[src/logic/stlb_params.svh]
// stlb widths and update word layout
`ifndef STLB_PARAMS_SVH
`define STLB_PARAMS_SVH

// geometry
`define STLB_WAYS     4
`define STLB_WAY_BITS 2
`define STLB_ORDER    4     // log2 of the longest run

// field widths
`define STLB_VPN_BITS 20
`define STLB_PPN_BITS 20
`define STLB_PID_BITS 6
`define STLB_REF_BITS 2     // saturating reference count
`define STLB_UPD_BITS 64

// update word fields, bits above the map flag are zero
`define STLB_UPD_PPN_LSB 0
`define STLB_UPD_VPN_LSB 20
`define STLB_UPD_PID_LSB 40
`define STLB_UPD_MAP_BIT 46 // 1 = map, 0 = unmap

`endif
[src/logic/stlb_pkg.sv]
// stlb shared types
`default_nettype none

package stlb_pkg;

  // update FSM
  typedef enum logic [2:0] {
    upd_idle,
    upd_wait0,       // hit vectors settle
    upd_wait1,
    upd_check,
    upd_new_entry,
    upd_modify,
    upd_append,
    upd_delete
  } upd_state_t;

  // what the entry table does on the action strobe
  typedef enum logic [2:0] {
    act_none,
    act_new_entry,
    act_modify,
    act_append,
    act_delete
  } upd_action_t;

endpackage

`default_nettype wire

[src/logic/stlb_top.sv]
// stlb top level
`timescale 1ns/10ps
`default_nettype none
`include "stlb_params.svh"

module stlb_top (
  input  logic                      aclk,
  input  logic                      aresetn,
  input  logic                      upd_valid,
  input  logic [`STLB_UPD_BITS-1:0] upd_data,
  output logic                      upd_ready,
  input  logic                      lkp_valid,
  input  logic [`STLB_VPN_BITS-1:0] lkp_vpn,
  input  logic [`STLB_PID_BITS-1:0] lkp_pid,
  output logic                      rsp_valid,
  output logic                      rsp_hit,
  output logic [`STLB_PPN_BITS-1:0] rsp_ppn
);

import stlb_pkg::*;

// update path
logic [`STLB_VPN_BITS-1:0]                 cur_vpn;
logic [`STLB_PPN_BITS-1:0]                 cur_ppn;
logic [`STLB_PID_BITS-1:0]                 cur_pid;
upd_action_t                               action;
logic                                      action_strobe;
logic [`STLB_WAY_BITS-1:0]                 hit_way;

// entry state
logic [`STLB_WAYS-1:0][`STLB_VPN_BITS-1:0] entry_vpn;
logic [`STLB_WAYS-1:0][`STLB_PID_BITS-1:0] entry_pid;
logic [`STLB_WAYS-1:0][`STLB_ORDER:0]      entry_size;

// PPN tables
logic [`STLB_WAYS-1:0]                     ram_we;
logic [`STLB_ORDER-1:0]                    ram_wr_offset;
logic [`STLB_PPN_BITS-1:0]                 ram_wr_ppn;
logic [`STLB_WAYS-1:0][`STLB_ORDER-1:0]    ram_rd_offset;
logic [`STLB_WAYS-1:0][`STLB_PPN_BITS-1:0] ram_rd_ppn;

logic                                      lkp_hit_strobe;
logic [`STLB_WAY_BITS-1:0]                 lkp_hit_way;

stlb_update_decode u_decode (
  .aclk          (aclk),
  .aresetn       (aresetn),
  .upd_valid     (upd_valid),
  .upd_data      (upd_data),
  .upd_ready     (upd_ready),
  .entry_vpn     (entry_vpn),
  .entry_pid     (entry_pid),
  .entry_size    (entry_size),
  .cur_vpn       (cur_vpn),
  .cur_ppn       (cur_ppn),
  .cur_pid       (cur_pid),
  .action        (action),
  .action_strobe (action_strobe),
  .hit_way       (hit_way)
);

stlb_entry_table u_table (
  .aclk           (aclk),
  .aresetn        (aresetn),
  .cur_vpn        (cur_vpn),
  .cur_ppn        (cur_ppn),
  .cur_pid        (cur_pid),
  .action         (action),
  .action_strobe  (action_strobe),
  .hit_way        (hit_way),
  .lkp_hit_strobe (lkp_hit_strobe),
  .lkp_hit_way    (lkp_hit_way),
  .entry_vpn      (entry_vpn),
  .entry_pid      (entry_pid),
  .entry_size     (entry_size),
  .ram_we         (ram_we),
  .ram_wr_offset  (ram_wr_offset),
  .ram_wr_ppn     (ram_wr_ppn)
);

// ----------------------------------------------------------
// one PPN table per way
// ----------------------------------------------------------
for (genvar i = 0; i < `STLB_WAYS; i++) begin : g_way
  stlb_paddr_ram u_ram (
    .aclk      (aclk),
    .we        (ram_we[i]),
    .wr_offset (ram_wr_offset),
    .wr_ppn    (ram_wr_ppn),
    .rd_offset (ram_rd_offset[i]),
    .rd_ppn    (ram_rd_ppn[i])
  );
end

stlb_lookup u_lookup (
  .aclk           (aclk),
  .aresetn        (aresetn),
  .lkp_valid      (lkp_valid),
  .lkp_vpn        (lkp_vpn),
  .lkp_pid        (lkp_pid),
  .entry_vpn      (entry_vpn),
  .entry_pid      (entry_pid),
  .entry_size     (entry_size),
  .ram_rd_ppn     (ram_rd_ppn),
  .ram_rd_offset  (ram_rd_offset),
  .lkp_hit_strobe (lkp_hit_strobe),
  .lkp_hit_way    (lkp_hit_way),
  .rsp_valid      (rsp_valid),
  .rsp_hit        (rsp_hit),
  .rsp_ppn        (rsp_ppn)
);

endmodule

`default_nettype wire

[src/logic/stlb_lookup.sv]
// stlb lookup pipeline
`timescale 1ns/10ps
`default_nettype none
`include "stlb_params.svh"

module stlb_lookup (
  input  logic                                      aclk,
  input  logic                                      aresetn,
  input  logic                                      lkp_valid,
  input  logic [`STLB_VPN_BITS-1:0]                 lkp_vpn,
  input  logic [`STLB_PID_BITS-1:0]                 lkp_pid,
  input  logic [`STLB_WAYS-1:0][`STLB_VPN_BITS-1:0] entry_vpn,
  input  logic [`STLB_WAYS-1:0][`STLB_PID_BITS-1:0] entry_pid,
  input  logic [`STLB_WAYS-1:0][`STLB_ORDER:0]      entry_size,
  input  logic [`STLB_WAYS-1:0][`STLB_PPN_BITS-1:0] ram_rd_ppn,
  output logic [`STLB_WAYS-1:0][`STLB_ORDER-1:0]    ram_rd_offset,
  output logic                                      lkp_hit_strobe,
  output logic [`STLB_WAY_BITS-1:0]                 lkp_hit_way,
  output logic                                      rsp_valid,
  output logic                                      rsp_hit,
  output logic [`STLB_PPN_BITS-1:0]                 rsp_ppn
);

localparam int nw = `STLB_WAYS;
localparam int wb = `STLB_WAY_BITS;
localparam int vb = `STLB_VPN_BITS;
localparam int ob = `STLB_ORDER;

logic [nw-1:0][vb-1:0] diff;
logic [nw-1:0]         hit_vec, s1_hit_vec;
logic [nw-1:0][ob-1:0] s1_offset;
logic                  s1_valid, s2_valid, s2_hit, s3_valid, s3_hit;
logic [wb-1:0]         enc_way, s2_way, s3_way;

// stage 1 compare
always_comb begin
  for (int i = 0; i < nw; i++) begin
    diff[i]    = lkp_vpn - entry_vpn[i];
    hit_vec[i] = (lkp_vpn >= entry_vpn[i]) && (diff[i] < vb'(entry_size[i])) &&
                 (lkp_pid == entry_pid[i]);
  end
end

// stage 2 encode, highest way wins
always_comb begin
  enc_way = '0;
  for (int i = 0; i < nw; i++) begin
    if (s1_hit_vec[i]) enc_way = wb'(i);
  end
end

// ----------------------------------------------------------
// pipeline valid and hit flags
// ----------------------------------------------------------
always_ff @(posedge aclk) begin
  if (aresetn == 1'b0) begin
    s1_valid  <= 1'b0;
    s2_valid  <= 1'b0;
    s2_hit    <= 1'b0;
    s3_valid  <= 1'b0;
    s3_hit    <= 1'b0;
    rsp_valid <= 1'b0;
    rsp_hit   <= 1'b0;
  end else begin
    s1_valid  <= lkp_valid;
    s2_valid  <= s1_valid;
    s2_hit    <= s1_valid && (|s1_hit_vec);
    s3_valid  <= s2_valid;
    s3_hit    <= s2_hit;
    rsp_valid <= s3_valid;
    rsp_hit   <= s3_hit;
  end
end

always_ff @(posedge aclk) begin
  s1_hit_vec <= hit_vec;
  for (int i = 0; i < nw; i++) begin
    s1_offset[i]     <= diff[i][ob-1:0];
    ram_rd_offset[i] <= s1_offset[enc_way];  // same page index to every way
  end
  s2_way  <= enc_way;
  s3_way  <= s2_way;                           // aligned with the RAM read
  rsp_ppn <= s3_hit ? ram_rd_ppn[s3_way] : '0;
end

// reference count bump
assign lkp_hit_strobe = s2_hit;
assign lkp_hit_way    = s2_way;

endmodule

`default_nettype wire

[src/logic/stlb_entry_table.sv]
// stlb entry table and replacement
`timescale 1ns/10ps
`default_nettype none
`include "stlb_params.svh"

module stlb_entry_table (
  input  logic                                      aclk,
  input  logic                                      aresetn,
  input  logic [`STLB_VPN_BITS-1:0]                 cur_vpn,
  input  logic [`STLB_PPN_BITS-1:0]                 cur_ppn,
  input  logic [`STLB_PID_BITS-1:0]                 cur_pid,
  input  stlb_pkg::upd_action_t                     action,
  input  logic                                      action_strobe,
  input  logic [`STLB_WAY_BITS-1:0]                 hit_way,
  input  logic                                      lkp_hit_strobe,
  input  logic [`STLB_WAY_BITS-1:0]                 lkp_hit_way,
  output logic [`STLB_WAYS-1:0][`STLB_VPN_BITS-1:0] entry_vpn,
  output logic [`STLB_WAYS-1:0][`STLB_PID_BITS-1:0] entry_pid,
  output logic [`STLB_WAYS-1:0][`STLB_ORDER:0]      entry_size,
  output logic [`STLB_WAYS-1:0]                     ram_we,
  output logic [`STLB_ORDER-1:0]                    ram_wr_offset,
  output logic [`STLB_PPN_BITS-1:0]                 ram_wr_ppn
);

import stlb_pkg::*;

localparam int wb   = `STLB_WAY_BITS;
localparam int half = `STLB_WAYS / 2;
localparam logic [`STLB_ORDER:0]      size_one = 1;
localparam logic [`STLB_REF_BITS-1:0] cnt_one  = 1;

logic [`STLB_WAYS-1:0][`STLB_REF_BITS-1:0] ref_cnt;

logic [1:0]                     half_free, half_free_q;
logic [1:0][wb-1:0]             half_free_way, half_free_way_q;
logic [1:0][`STLB_REF_BITS-1:0] half_min_cnt, half_min_cnt_q;
logic [1:0][wb-1:0]             half_min_way, half_min_way_q;
logic [wb-1:0]                  victim_way;
logic [`STLB_VPN_BITS-1:0]      wr_diff;

// ----------------------------------------------------------
// victim choice, one half of the ways per lane
// ----------------------------------------------------------
always_comb begin
  for (int h = 0; h < 2; h++) begin
    half_free[h]     = 1'b0;
    half_free_way[h] = '0;
    half_min_cnt[h]  = '1;
    half_min_way[h]  = '0;
    // walk down so the lowest empty way is kept
    for (int j = half - 1; j >= 0; j--) begin
      if (entry_size[h*half + j] == '0) begin
        half_free[h]     = 1'b1;
        half_free_way[h] = wb'(h*half + j);
      end
    end
    for (int j = 0; j < half; j++) begin
      if (ref_cnt[h*half + j] <= half_min_cnt[h]) begin  // ties to the upper way
        half_min_cnt[h] = ref_cnt[h*half + j];
        half_min_way[h] = wb'(h*half + j);
      end
    end
  end
end

always_ff @(posedge aclk) begin
  half_free_q     <= half_free;
  half_free_way_q <= half_free_way;
  half_min_cnt_q  <= half_min_cnt;
  half_min_way_q  <= half_min_way;
  if (half_free_q[0]) begin
    victim_way <= half_free_way_q[0];
  end else if (half_free_q[1]) begin
    victim_way <= half_free_way_q[1];
  end else if (half_min_cnt_q[1] <= half_min_cnt_q[0]) begin
    victim_way <= half_min_way_q[1];
  end else begin
    victim_way <= half_min_way_q[0];
  end
end

// ----------------------------------------------------------
// entry registers
// ----------------------------------------------------------
always_ff @(posedge aclk) begin
  if (aresetn == 1'b0) begin
    entry_size <= '0;
    ref_cnt    <= '0;
  end else begin
    if (lkp_hit_strobe && ref_cnt[lkp_hit_way] != '1) begin
      ref_cnt[lkp_hit_way] <= ref_cnt[lkp_hit_way] + cnt_one;
    end
    if (action_strobe) begin
      case (action)
        act_new_entry: begin
          entry_size[victim_way] <= size_one;
          ref_cnt[victim_way]    <= cnt_one;  // overrides a same-cycle hit
        end
        act_append: entry_size[hit_way] <= entry_size[hit_way] + size_one;
        act_delete: entry_size[hit_way] <= '0;
        default:    ;
      endcase
    end
  end
end

always_ff @(posedge aclk) begin
  if (action_strobe && action == act_new_entry) begin
    entry_vpn[victim_way] <= cur_vpn;
    entry_pid[victim_way] <= cur_pid;
  end
end

// PPN table write
always_comb begin
  ram_we        = '0;
  wr_diff       = cur_vpn - entry_vpn[hit_way];
  ram_wr_offset = wr_diff[`STLB_ORDER-1:0];
  if (action_strobe) begin
    case (action)
      act_new_entry: begin
        ram_we[victim_way] = 1'b1;
        ram_wr_offset      = '0;    // first page of the run
      end
      act_modify, act_append: ram_we[hit_way] = 1'b1;
      default: ;
    endcase
  end
end

assign ram_wr_ppn = cur_ppn;

endmodule

`default_nettype wire

[src/logic/stlb_update_decode.sv]
// stlb update decoder
`timescale 1ns/10ps
`default_nettype none
`include "stlb_params.svh"

module stlb_update_decode (
  input  logic                                      aclk,
  input  logic                                      aresetn,
  input  logic                                      upd_valid,
  input  logic [`STLB_UPD_BITS-1:0]                 upd_data,
  output logic                                      upd_ready,
  input  logic [`STLB_WAYS-1:0][`STLB_VPN_BITS-1:0] entry_vpn,
  input  logic [`STLB_WAYS-1:0][`STLB_PID_BITS-1:0] entry_pid,
  input  logic [`STLB_WAYS-1:0][`STLB_ORDER:0]      entry_size,
  output logic [`STLB_VPN_BITS-1:0]                 cur_vpn,
  output logic [`STLB_PPN_BITS-1:0]                 cur_ppn,
  output logic [`STLB_PID_BITS-1:0]                 cur_pid,
  output stlb_pkg::upd_action_t                     action,
  output logic                                      action_strobe,
  output logic [`STLB_WAY_BITS-1:0]                 hit_way
);

import stlb_pkg::*;

localparam int nw = `STLB_WAYS;
localparam int wb = `STLB_WAY_BITS;
localparam int vb = `STLB_VPN_BITS;
localparam logic [`STLB_ORDER:0] run_max = 1 << `STLB_ORDER;

upd_state_t  state, state_nxt;
upd_action_t act_sel;
logic        cur_map;

logic [nw-1:0][vb-1:0] diff;
logic [nw-1:0]         mod_vec, app_vec, del_vec;       // wait0
logic [nw-1:0]         mod_vec_q, app_vec_q, del_vec_q; // wait1
logic                  mod_any, app_any, del_any;       // check
logic [wb-1:0]         mod_way, app_way, del_way, sel_way;

// highest set bit wins
function automatic logic [wb-1:0] top_way(input logic [nw-1:0] vec);
  logic [wb-1:0] way;
  way = '0;
  for (int i = 0; i < nw; i++) begin
    if (vec[i]) way = wb'(i);
  end
  return way;
endfunction

assign upd_ready = (state == upd_idle);
assign action_strobe = state inside {upd_new_entry, upd_modify, upd_append, upd_delete};

// word capture, held until the next transfer
always_ff @(posedge aclk) begin
  if (state == upd_idle && upd_valid) begin
    cur_ppn <= upd_data[`STLB_UPD_PPN_LSB +: `STLB_PPN_BITS];
    cur_vpn <= upd_data[`STLB_UPD_VPN_LSB +: `STLB_VPN_BITS];
    cur_pid <= upd_data[`STLB_UPD_PID_LSB +: `STLB_PID_BITS];
    cur_map <= upd_data[`STLB_UPD_MAP_BIT];
  end
end

// ----------------------------------------------------------
// per-way classification
// ----------------------------------------------------------
always_comb begin
  for (int i = 0; i < nw; i++) begin
    diff[i]    = cur_vpn - entry_vpn[i];
    del_vec[i] = (cur_vpn >= entry_vpn[i]) && (diff[i] < vb'(entry_size[i])); // any pid
    mod_vec[i] = del_vec[i] && (cur_pid == entry_pid[i]);
    // one page past the end, run not yet full
    app_vec[i] = (cur_vpn >= entry_vpn[i]) && (diff[i] == vb'(entry_size[i])) &&
                 (entry_size[i] != '0) && (entry_size[i] != run_max) &&
                 (cur_pid == entry_pid[i]);
  end
end

always_ff @(posedge aclk) begin
  if (aresetn == 1'b0) begin
    mod_vec_q <= '0;
    app_vec_q <= '0;
    del_vec_q <= '0;
    mod_any   <= 1'b0;
    app_any   <= 1'b0;
    del_any   <= 1'b0;
    mod_way   <= '0;
    app_way   <= '0;
    del_way   <= '0;
  end else begin
    mod_vec_q <= mod_vec;
    app_vec_q <= app_vec;
    del_vec_q <= del_vec;
    mod_any   <= |mod_vec_q;
    app_any   <= |app_vec_q;
    del_any   <= |del_vec_q;
    mod_way   <= top_way(mod_vec_q);
    app_way   <= top_way(app_vec_q);
    del_way   <= top_way(del_vec_q);
  end
end

// action priority
always_comb begin
  act_sel = act_none;
  sel_way = '0;
  if (cur_map && mod_any) begin
    act_sel = act_modify;
    sel_way = mod_way;
  end else if (cur_map && app_any) begin
    act_sel = act_append;
    sel_way = app_way;
  end else if (cur_map) begin
    act_sel = act_new_entry;  // table picks the way
  end else if (del_any) begin
    act_sel = act_delete;
    sel_way = del_way;
  end
end

// ----------------------------------------------------------
// FSM
// ----------------------------------------------------------
always_comb begin
  state_nxt = state;
  case (state)
    upd_idle:  if (upd_valid) state_nxt = upd_wait0;
    upd_wait0: state_nxt = upd_wait1;
    upd_wait1: state_nxt = upd_check;
    upd_check: begin
      case (act_sel)
        act_new_entry: state_nxt = upd_new_entry;
        act_modify:    state_nxt = upd_modify;
        act_append:    state_nxt = upd_append;
        act_delete:    state_nxt = upd_delete;
        default:       state_nxt = upd_idle;
      endcase
    end
    default:   state_nxt = upd_idle;  // single-cycle action states
  endcase
end

always_ff @(posedge aclk) begin
  if (aresetn == 1'b0) begin
    state  <= upd_idle;
    action <= act_none;
  end else begin
    state <= state_nxt;
    if (state == upd_check) action <= act_sel;
  end
end

always_ff @(posedge aclk) begin
  if (state == upd_check) hit_way <= sel_way;
end

endmodule

`default_nettype wire

[src/logic/stlb_paddr_ram.sv]
// stlb per-way PPN table
`timescale 1ns/10ps
`default_nettype none
`include "stlb_params.svh"

module stlb_paddr_ram (
  input  logic                      aclk,
  input  logic                      we,
  input  logic [`STLB_ORDER-1:0]    wr_offset,
  input  logic [`STLB_PPN_BITS-1:0] wr_ppn,
  input  logic [`STLB_ORDER-1:0]    rd_offset,
  output logic [`STLB_PPN_BITS-1:0] rd_ppn
);

localparam int depth = 1 << `STLB_ORDER;

logic [`STLB_PPN_BITS-1:0] mem [depth];

// one page per entry of the run
always_ff @(posedge aclk) begin
  if (we) mem[wr_offset] <= wr_ppn;
end

always_ff @(posedge aclk) begin
  rd_ppn <= mem[rd_offset];  // registered read
end

endmodule

`default_nettype wire

[config.mk]
export PLATFORM = sky130hd
export DESIGN_NAME = stlb_top
export DESIGN_NICKNAME = d
export VERILOG_FILES = /design/src/logic/stlb_pkg.sv /design/src/logic/stlb_top.sv /design/src/logic/stlb_lookup.sv /design/src/logic/stlb_entry_table.sv /design/src/logic/stlb_update_decode.sv /design/src/logic/stlb_paddr_ram.sv
export VERILOG_INCLUDE_DIRS = /design/src /design/src/logic
export SDC_FILE = /design/constraint.sdc
export NUM_CORES = 2
export LEC_CHECK = 0
export BUFFER_PORTS_ARGS = -buffer_cell sky130_fd_sc_hd__buf_2
export CAP_MARGIN = 20
export CORE_MARGIN = 10
export CORE_UTILIZATION = 30
export DETAILED_ROUTE_END_ITERATION = 10
export PLACE_DENSITY = 0.53
export SETUP_SLACK_MARGIN = 0.1
export SKIP_LAST_GASP = 1
export SLEW_MARGIN = 15
export SYNTH_ARGS = -nofsm -noshare
export SYNTH_HDL_FRONTEND = slang
export SYNTH_HIERARCHICAL = 1
export SYNTH_SLANG_ARGS = --single-unit
[constraint.sdc]
create_clock -name aclk -period 4.5 [get_ports aclk]
set_input_delay 0.225 -clock aclk [delete_from_list [all_inputs] [get_ports aclk]]
set_output_delay 0.225 -clock aclk [all_outputs]
set_load 0.01 [all_outputs]
# Word level (Yosys, flattened, before mapping)
# Memories as Yosys holds them, arrays and structs flattened. A register that Yosys moved wholly into a read port is not among the register bits.
# Cells that the tools add are included.
# W data, S select, Z words.
[word_totals]
register_bits = 278
latchBits = 0
ramBits = 1280
mem_bits_ro = 0
in_bits = 94
output_inout_bits = 23
wordCells = 283
mem_count = 4
[classes]
n_addsub = 11
n_mul = 0
div = 0
order_cmp = 29
n_eq_ne = 33
shifts = 0
mux = 83
bitwise = 8
reduce_logical = 58
[memory_table]
columns = ["name", "depth", "word_bits", "rd", "rd_ports_with_merged_regs", "wr", "line", "text"]
rows = [
  ["g_way[0].u_ram.mem", 16, 20, 1, 1, 1, "stlb_paddr_ram.sv:17", "logic [`STLB_PPN_BITS-1:0] mem [depth];"],
  ["g_way[1].u_ram.mem", 16, 20, 1, 1, 1, "stlb_paddr_ram.sv:17", ""],
  ["g_way[2].u_ram.mem", 16, 20, 1, 1, 1, "stlb_paddr_ram.sv:17", ""],
  ["g_way[3].u_ram.mem", 16, 20, 1, 1, 1, "stlb_paddr_ram.sv:17", ""],
]
[op_table]
columns = ["op", "n"]
rows = [
  ["$ge A20 B20 Y1", 8],
  ["$lt A20 B5 Y1", 8],
  ["$sub A20 B20 Y20", 8],
  ["$bmux W20 S2", 2],
  ["$bwmux W80", 1],
  ["$eq A20 B5 Y1", 4],
  ["$pmux W20 S3", 1],
  ["$eq A6 B6 Y1", 8],
  ["$mux W2", 24],
  ["$logic_and A1 B1 Y1", 41],
  ["$demux W20 S2", 1],
  ["$mux W20", 2],
  ["$mux W8", 4],
  ["$bwmux W24", 1],
  ["$pmux W3 S4", 2],
  ["$and A20 B20 Y20", 1],
  ["$bwmux W20", 1],
  ["$demux W5 S2", 2],
  ["$logic_not A5 Y1", 4],
  ["$mux W4", 5],
  ["$ne A5 B5 Y1 const B", 4],
  ["$not A20 Y20", 1],
  ["$reduce_bool A5 Y1", 4],
  ["$eq A3 B2 Y1 const B", 6],
  ["other kinds (33)", 79],
]

# Longest topological paths before layout
[depth]
depth_word = 10
ltp_mapped = 17
ltp_nobuf = 17

# By module
# Netlist, hierarchy kept.
[modules_own_cells]
columns = ["module", "n_inst", "cells_per_inst", "area_per_inst_um2", "seq_area_each_um2"]
rows = [
  ["stlb_paddr_ram", 4, 533, 12530.8, 10009.6],
  ["stlb_update_decode", 1, 1020, 8350.5, 2011.9],
  ["stlb_lookup", 1, 923, 7105.6, 1101.1],
  ["stlb_entry_table", 1, 384, 5660.4, 3923.8],
]

# Worst setup path after synthesis
# Ideal clock, no wire load.
[synth_path]
kind = "reg2reg"
startpoint = "register u_decode.hit_way[0]"
endpoint = "memory g_way[2].u_ram/mem[12][0] (netlist bit), enable pin"
setup_time_ns = 0.422
t_arrival_ns = 4.231
t_required_ns = 4.078
slack_ns = -0.153
path_stages_with_launch = 12
path_buffers = 2
period_less_slack_ns = 4.653
cell_sequence = "edfxtp_1 -> buf_6 -> buf_2 -> mux4_2 -> inv_1 -> ha_1 -> a21o_1 -> a21oi_1 -> xnor3_1 -> nor2_1 -> nand3_1 -> nor3_1"
[synth_between]
elab_cells_between_ends = 14
cone_classes = "1 x add/sub; 2 x order compare; 10 x mux; 1 x reduce/logical"
[synth_rtl]
columns = ["item", "line", "text"]
rows = [
  ["from (decl)", "stlb_update_decode.sv:20", "output logic [`STLB_WAY_BITS-1:0] hit_way"],
  ["from (signal assigned)", "stlb_update_decode.sv:153", "if (state == upd_check) hit_way <= sel_way;"],
  ["$bmux W20 S2 *", "stlb_entry_table.sv:117", "wr_diff = cur_vpn - entry_vpn[hit_way];"],
  ["$mux W4 (implied by the code) *", "stlb_entry_table.sv:117", ""],
  ["$sub A4 B4 Y4 *", "stlb_entry_table.sv:117", ""],
  ["$mux W4", "stlb_entry_table.sv:120", "case (action)"],
  ["$mux W4 *", "stlb_entry_table.sv:119", "if (action_strobe) begin"],
  ["via ram_wr_offset[3]", "stlb_top.sv:37", "logic [`STLB_ORDER-1:0] ram_wr_offset;"],
  ["to (decl)", "stlb_paddr_ram.sv:17", ""],
]
# Mark *: on every way through the listed nets, which the timed path passes. The rest lies on a longest branch. The select of a mux whose other input is x is not followed.

# Worst setup path in the final report
[layout_path]
startpoint = "register u_table/entry_vpn[0] (netlist bit)"
endpoint = "register u_lookup.s1_hit_vec[0]"
[layout_between]
elab_chain_len = 4
elab_cells_between_ends = 5
cone_classes = "1 x add/sub; 2 x order compare; 2 x reduce/logical"
[layout_rtl]
columns = ["item", "line", "text"]
rows = [
  ["from (decl)", "stlb_entry_table.sv:17", "output logic [`STLB_WAYS-1:0][`STLB_VPN_BITS-1:0] entry_vpn,"],
  ["from (signal, indexed assignment)", "stlb_entry_table.sv:109", "entry_vpn[victim_way] <= cur_vpn;"],
  ["$sub A20 B20 Y20", "stlb_lookup.sv:38", "diff[i] = lkp_vpn - entry_vpn[i];"],
  ["$lt A20 B5 Y1", "stlb_lookup.sv:39", "hit_vec[i] = (lkp_vpn >= entry_vpn[i]) && (diff[i] < vb'(entry_size[i])) &&"],
  ["$logic_and A1 B1 Y1 * (2 in series)", "stlb_lookup.sv:39", ""],
  ["via u_lookup.hit_vec[0]", "stlb_lookup.sv:30", "logic [nw-1:0] hit_vec, s1_hit_vec;"],
  ["to (signal assigned)", "stlb_lookup.sv:76", "s1_hit_vec <= hit_vec;"],
  ["to (decl)", "stlb_lookup.sv:30", ""],
]
# Mark *: on every way through the listed nets, which the timed path passes. The rest lies on a longest branch.
# A chain may end at the register's enable or synchronous reset.

==> metrics <==
run status finished, final reports clean; HPWL after DPL 126000 µm; CP Launch Type flip-flop; Post-synth top cells edfxtp_1 (1433), mux4_2 (287), inv_1 (270); Largest delay share family, worst path simple AND/OR/NAND/NOR gates; WP buf/inv 0; top-count cell post-synth edfxtp_1; core area 236000 µm²; Via density 5.11; Fin Setup TNS 0 ns; Iteration-0 DRC Markers 3852; critical path class flip-flop to flip-flop; top post-synthesis cells by area edfxtp_1 (60%), mux4_2 (9.1%), dfxtp_1 (5.7%); wire per inst 24.3 µm; Clock transition at path regs 0.07 ns; slowest CP cell or4b_1; Slew Limit Fails 0; Max-cap violations 0; CTS H-tree depth 4; layout cells sized above 1 0.191; Crit path largest cell delay 0.53 ns; first-pass GRT wire length 283000 µm; Worst-Skew Late Latency 0.81 ns; combinational share of power 0.078; worst-margin pin slew 1.19 ns; GR Util All Layers 0.147; clk sink count 1635; routed vias 41200; worst path cell trace ha_1 -> fa_1 -> nor2b_1 -> o21a_1 -> nor2_1 -> xnor2_1 -> ha_1 -> a21oi_1 -> nand2_1 -> or4b_1 -> a311o_1 -> nor4_2 -> o2111ai_1 -> nor4_2 -> nand4_1 -> nor4_2; die area 257000 µm²; CTS root buf clkbuf_16; Sw Share 0.237; Post-synth EDFFs 1433; RSZ-0062 raised after global routing no; maximum resistive drop on vdd 0.310 mV; Post-Synthesis Cells 4459; P_int 25600 µW; largest area contributor in the netlist edfxtp_1; Post-Syn Area 71200 µm²; Final ANT Viol Nets 0; Post-CTS Setup Bufs 0; Die Ht 507 µm; cell leakage power 0.0281 µW; power density over the cells 406 nW/µm²; worst clock skew 0.0534 ns; CTS tree yes; crit path max fanout 3; largest net degree at the start of global routing 86; number of remaining DRC errors 0; Psw 7940 µW; Overflow after GRT 0; Synth async-reset ratio 0; register area share after synthesis 0.661; worst rel slew slack 0.203; Seq pwr share 0.506; initial antenna violation count 13; CTS max path bufs 3; Worst EP required 5.19 ns; crit path capture type flip-flop; Ports 117; pre-CTS setup slack 0.306 ns; Finished Core Util 0.350; top_reg_cell synth edfxtp_1; Final Net Count 5063; average size of a mapped cell 16.0 µm²; # setup viols final 0; CTS Buf Count 170; Ys Warns 6; DIE WIDTH 507 µm; Fin. Hold Viols 0; Area growth syn-to-layout 15.8%; Worst path most repeated cell nor4_2; first drt pass iteration count 6; share of the synthesized area in the top cell type 0.604; syn nets 4771; post-synthesis register bit count 1635; Final Wtd Congestion 0.884; post-route setup slack 0.343 ns; Clk network pwr share 0.416; Pwr Total 33500 µW; # port buffers 99; Tmin final 4.16 ns; worst min-delay path category input port to flip-flop; Synth cell types 110; Worst Path Arrival 4.85 ns; crit share post-route 0.924; number of global-route vias before repair 40800; total wire length 196000 µm; FP Rows 178; effective utilization at floorplan 0.302; f_max 241 MHz
## per-stage QoR
step                instance area, µm²  std cells  hold WS, ns
floorplan                        71300       4459        0.324
global placement                 76400       7676        0.401
detailed placement               76400       7676        0.403
CTS                              82400       8046       0.0479
global route                     82500       8048       0.0781
finish                           82500       8053        0.116
## flip-flops by register name, summed over array words and instances (netlist names), 6 cells and up
signal              flops
u_decode/cur_pid        6
u_table/entry_vpn      80
u_table/entry_pid      24
u_decode/cur_ppn       20
g_way.u_ram/rd_ppn     80
u_lookup/rsp_ppn       20
u_decode/cur_vpn       20
u_lookup/s1_offset     16
u_table/ref_cnt         8
g_way.u_ram/mem      1280
u_table/entry_size     20
## cells in the final DEF (no fill, tap or decap), types with 144 or more instances in the layout
master | Yosys | layout
mux4_2 | 287 | 287
nor2_1 | 196 | 144
inv_1 | 270 | 270
nand2_1 | 216 | 216
ha_1 | 209 | 209
dfxtp_1 | 202 | 199
clkbuf_16 | 0 | 177
buf_4 | 49 | 150
a22oi_1 | 167 | 167
edfxtp_1 | 1433 | 1433
## power by group through the flow
stage / clock, µW / combinational (µW) / sequential (µW)
after global routing: 14900 / 2810 / 17000
after detailed placement: 0 / 2570 / 17300
final: 13900 / 2610 / 17000
after floorplan: 0 / 1640 / 17100
after global placement: 0 / 2550 / 17300
after CTS: 14300 / 2620 / 17000
## path summary, 6_finish.rpt
check	start	end	slack [ns]	cells after the start
worst max-delay path	u_table/entry_vpn[0]	u_lookup/s1_hit_vec[0]	0.34	16
worst min-delay path	upd_data[41]	u_decode/cur_pid[1]	0.12	2
worst max register to register	u_table/entry_vpn[0]	u_lookup/s1_hit_vec[0]	0.34	16
worst min register to register	u_lookup/s2_valid	u_lookup/s3_valid	0.42	1
## cell type report
| cell class | count | area, µm² |
|---|---|---|
| tap | 3150 | 3940 |
| antenna | 6 | 15.0 |
| inverter | 270 | 1010 |
| timing repair buffer | 322 | 2560 |
| sequential | 1635 | 47100 |
| fill | 22300 | 153000 |
| clock inverter | 84 | 811 |
| multi-input combinational | 2352 | 22300 |
| clock buffer | 234 | 4760 |
## cell families (layout without fill, tap and decap cells)
kind of cell,Yosys count,count (layout),synth area share
simple gates,855,855,0.0614
fa+ha+maj,218,218,0.0392
compound gates,789,789,0.0759
buf+inv,472,910,0.0305
other cells,0,6,0
xor+xnor,111,111,0.0138
flops,1635,1635,0.661
mux,379,379,0.118
## layer usage
layer,share of wire,vias to the layer above,global-route usage
li1,-,18200,-
met4,0.020,4,0.0335
met2,0.48,1234,0.242
met1,0.45,21400,0.206
met3,0.054,254,0.0231
met5,0.00010,-,0
## worst reg2reg max path: cells and delay by family (launching register included)
family | cells | cell delay, ns
and+or+nand+nor | 8 | 1.78
xor gates and xnor gates | 1 | 0.12
DFF | 1 | 0.42
AOI/OAI and AO/OA | 4 | 0.79
adders and majority gates | 3 | 0.93
## repair_timing
item / 4_1_cts / 5_1_grt
endpoints found under the setup margin: 0 / 2
resized for setup: 0 / 4
hold buffers: 52 / 0
hold endpoints to repair: 58 / 0
Note: power is estimated with default switching activity, not from simulation.
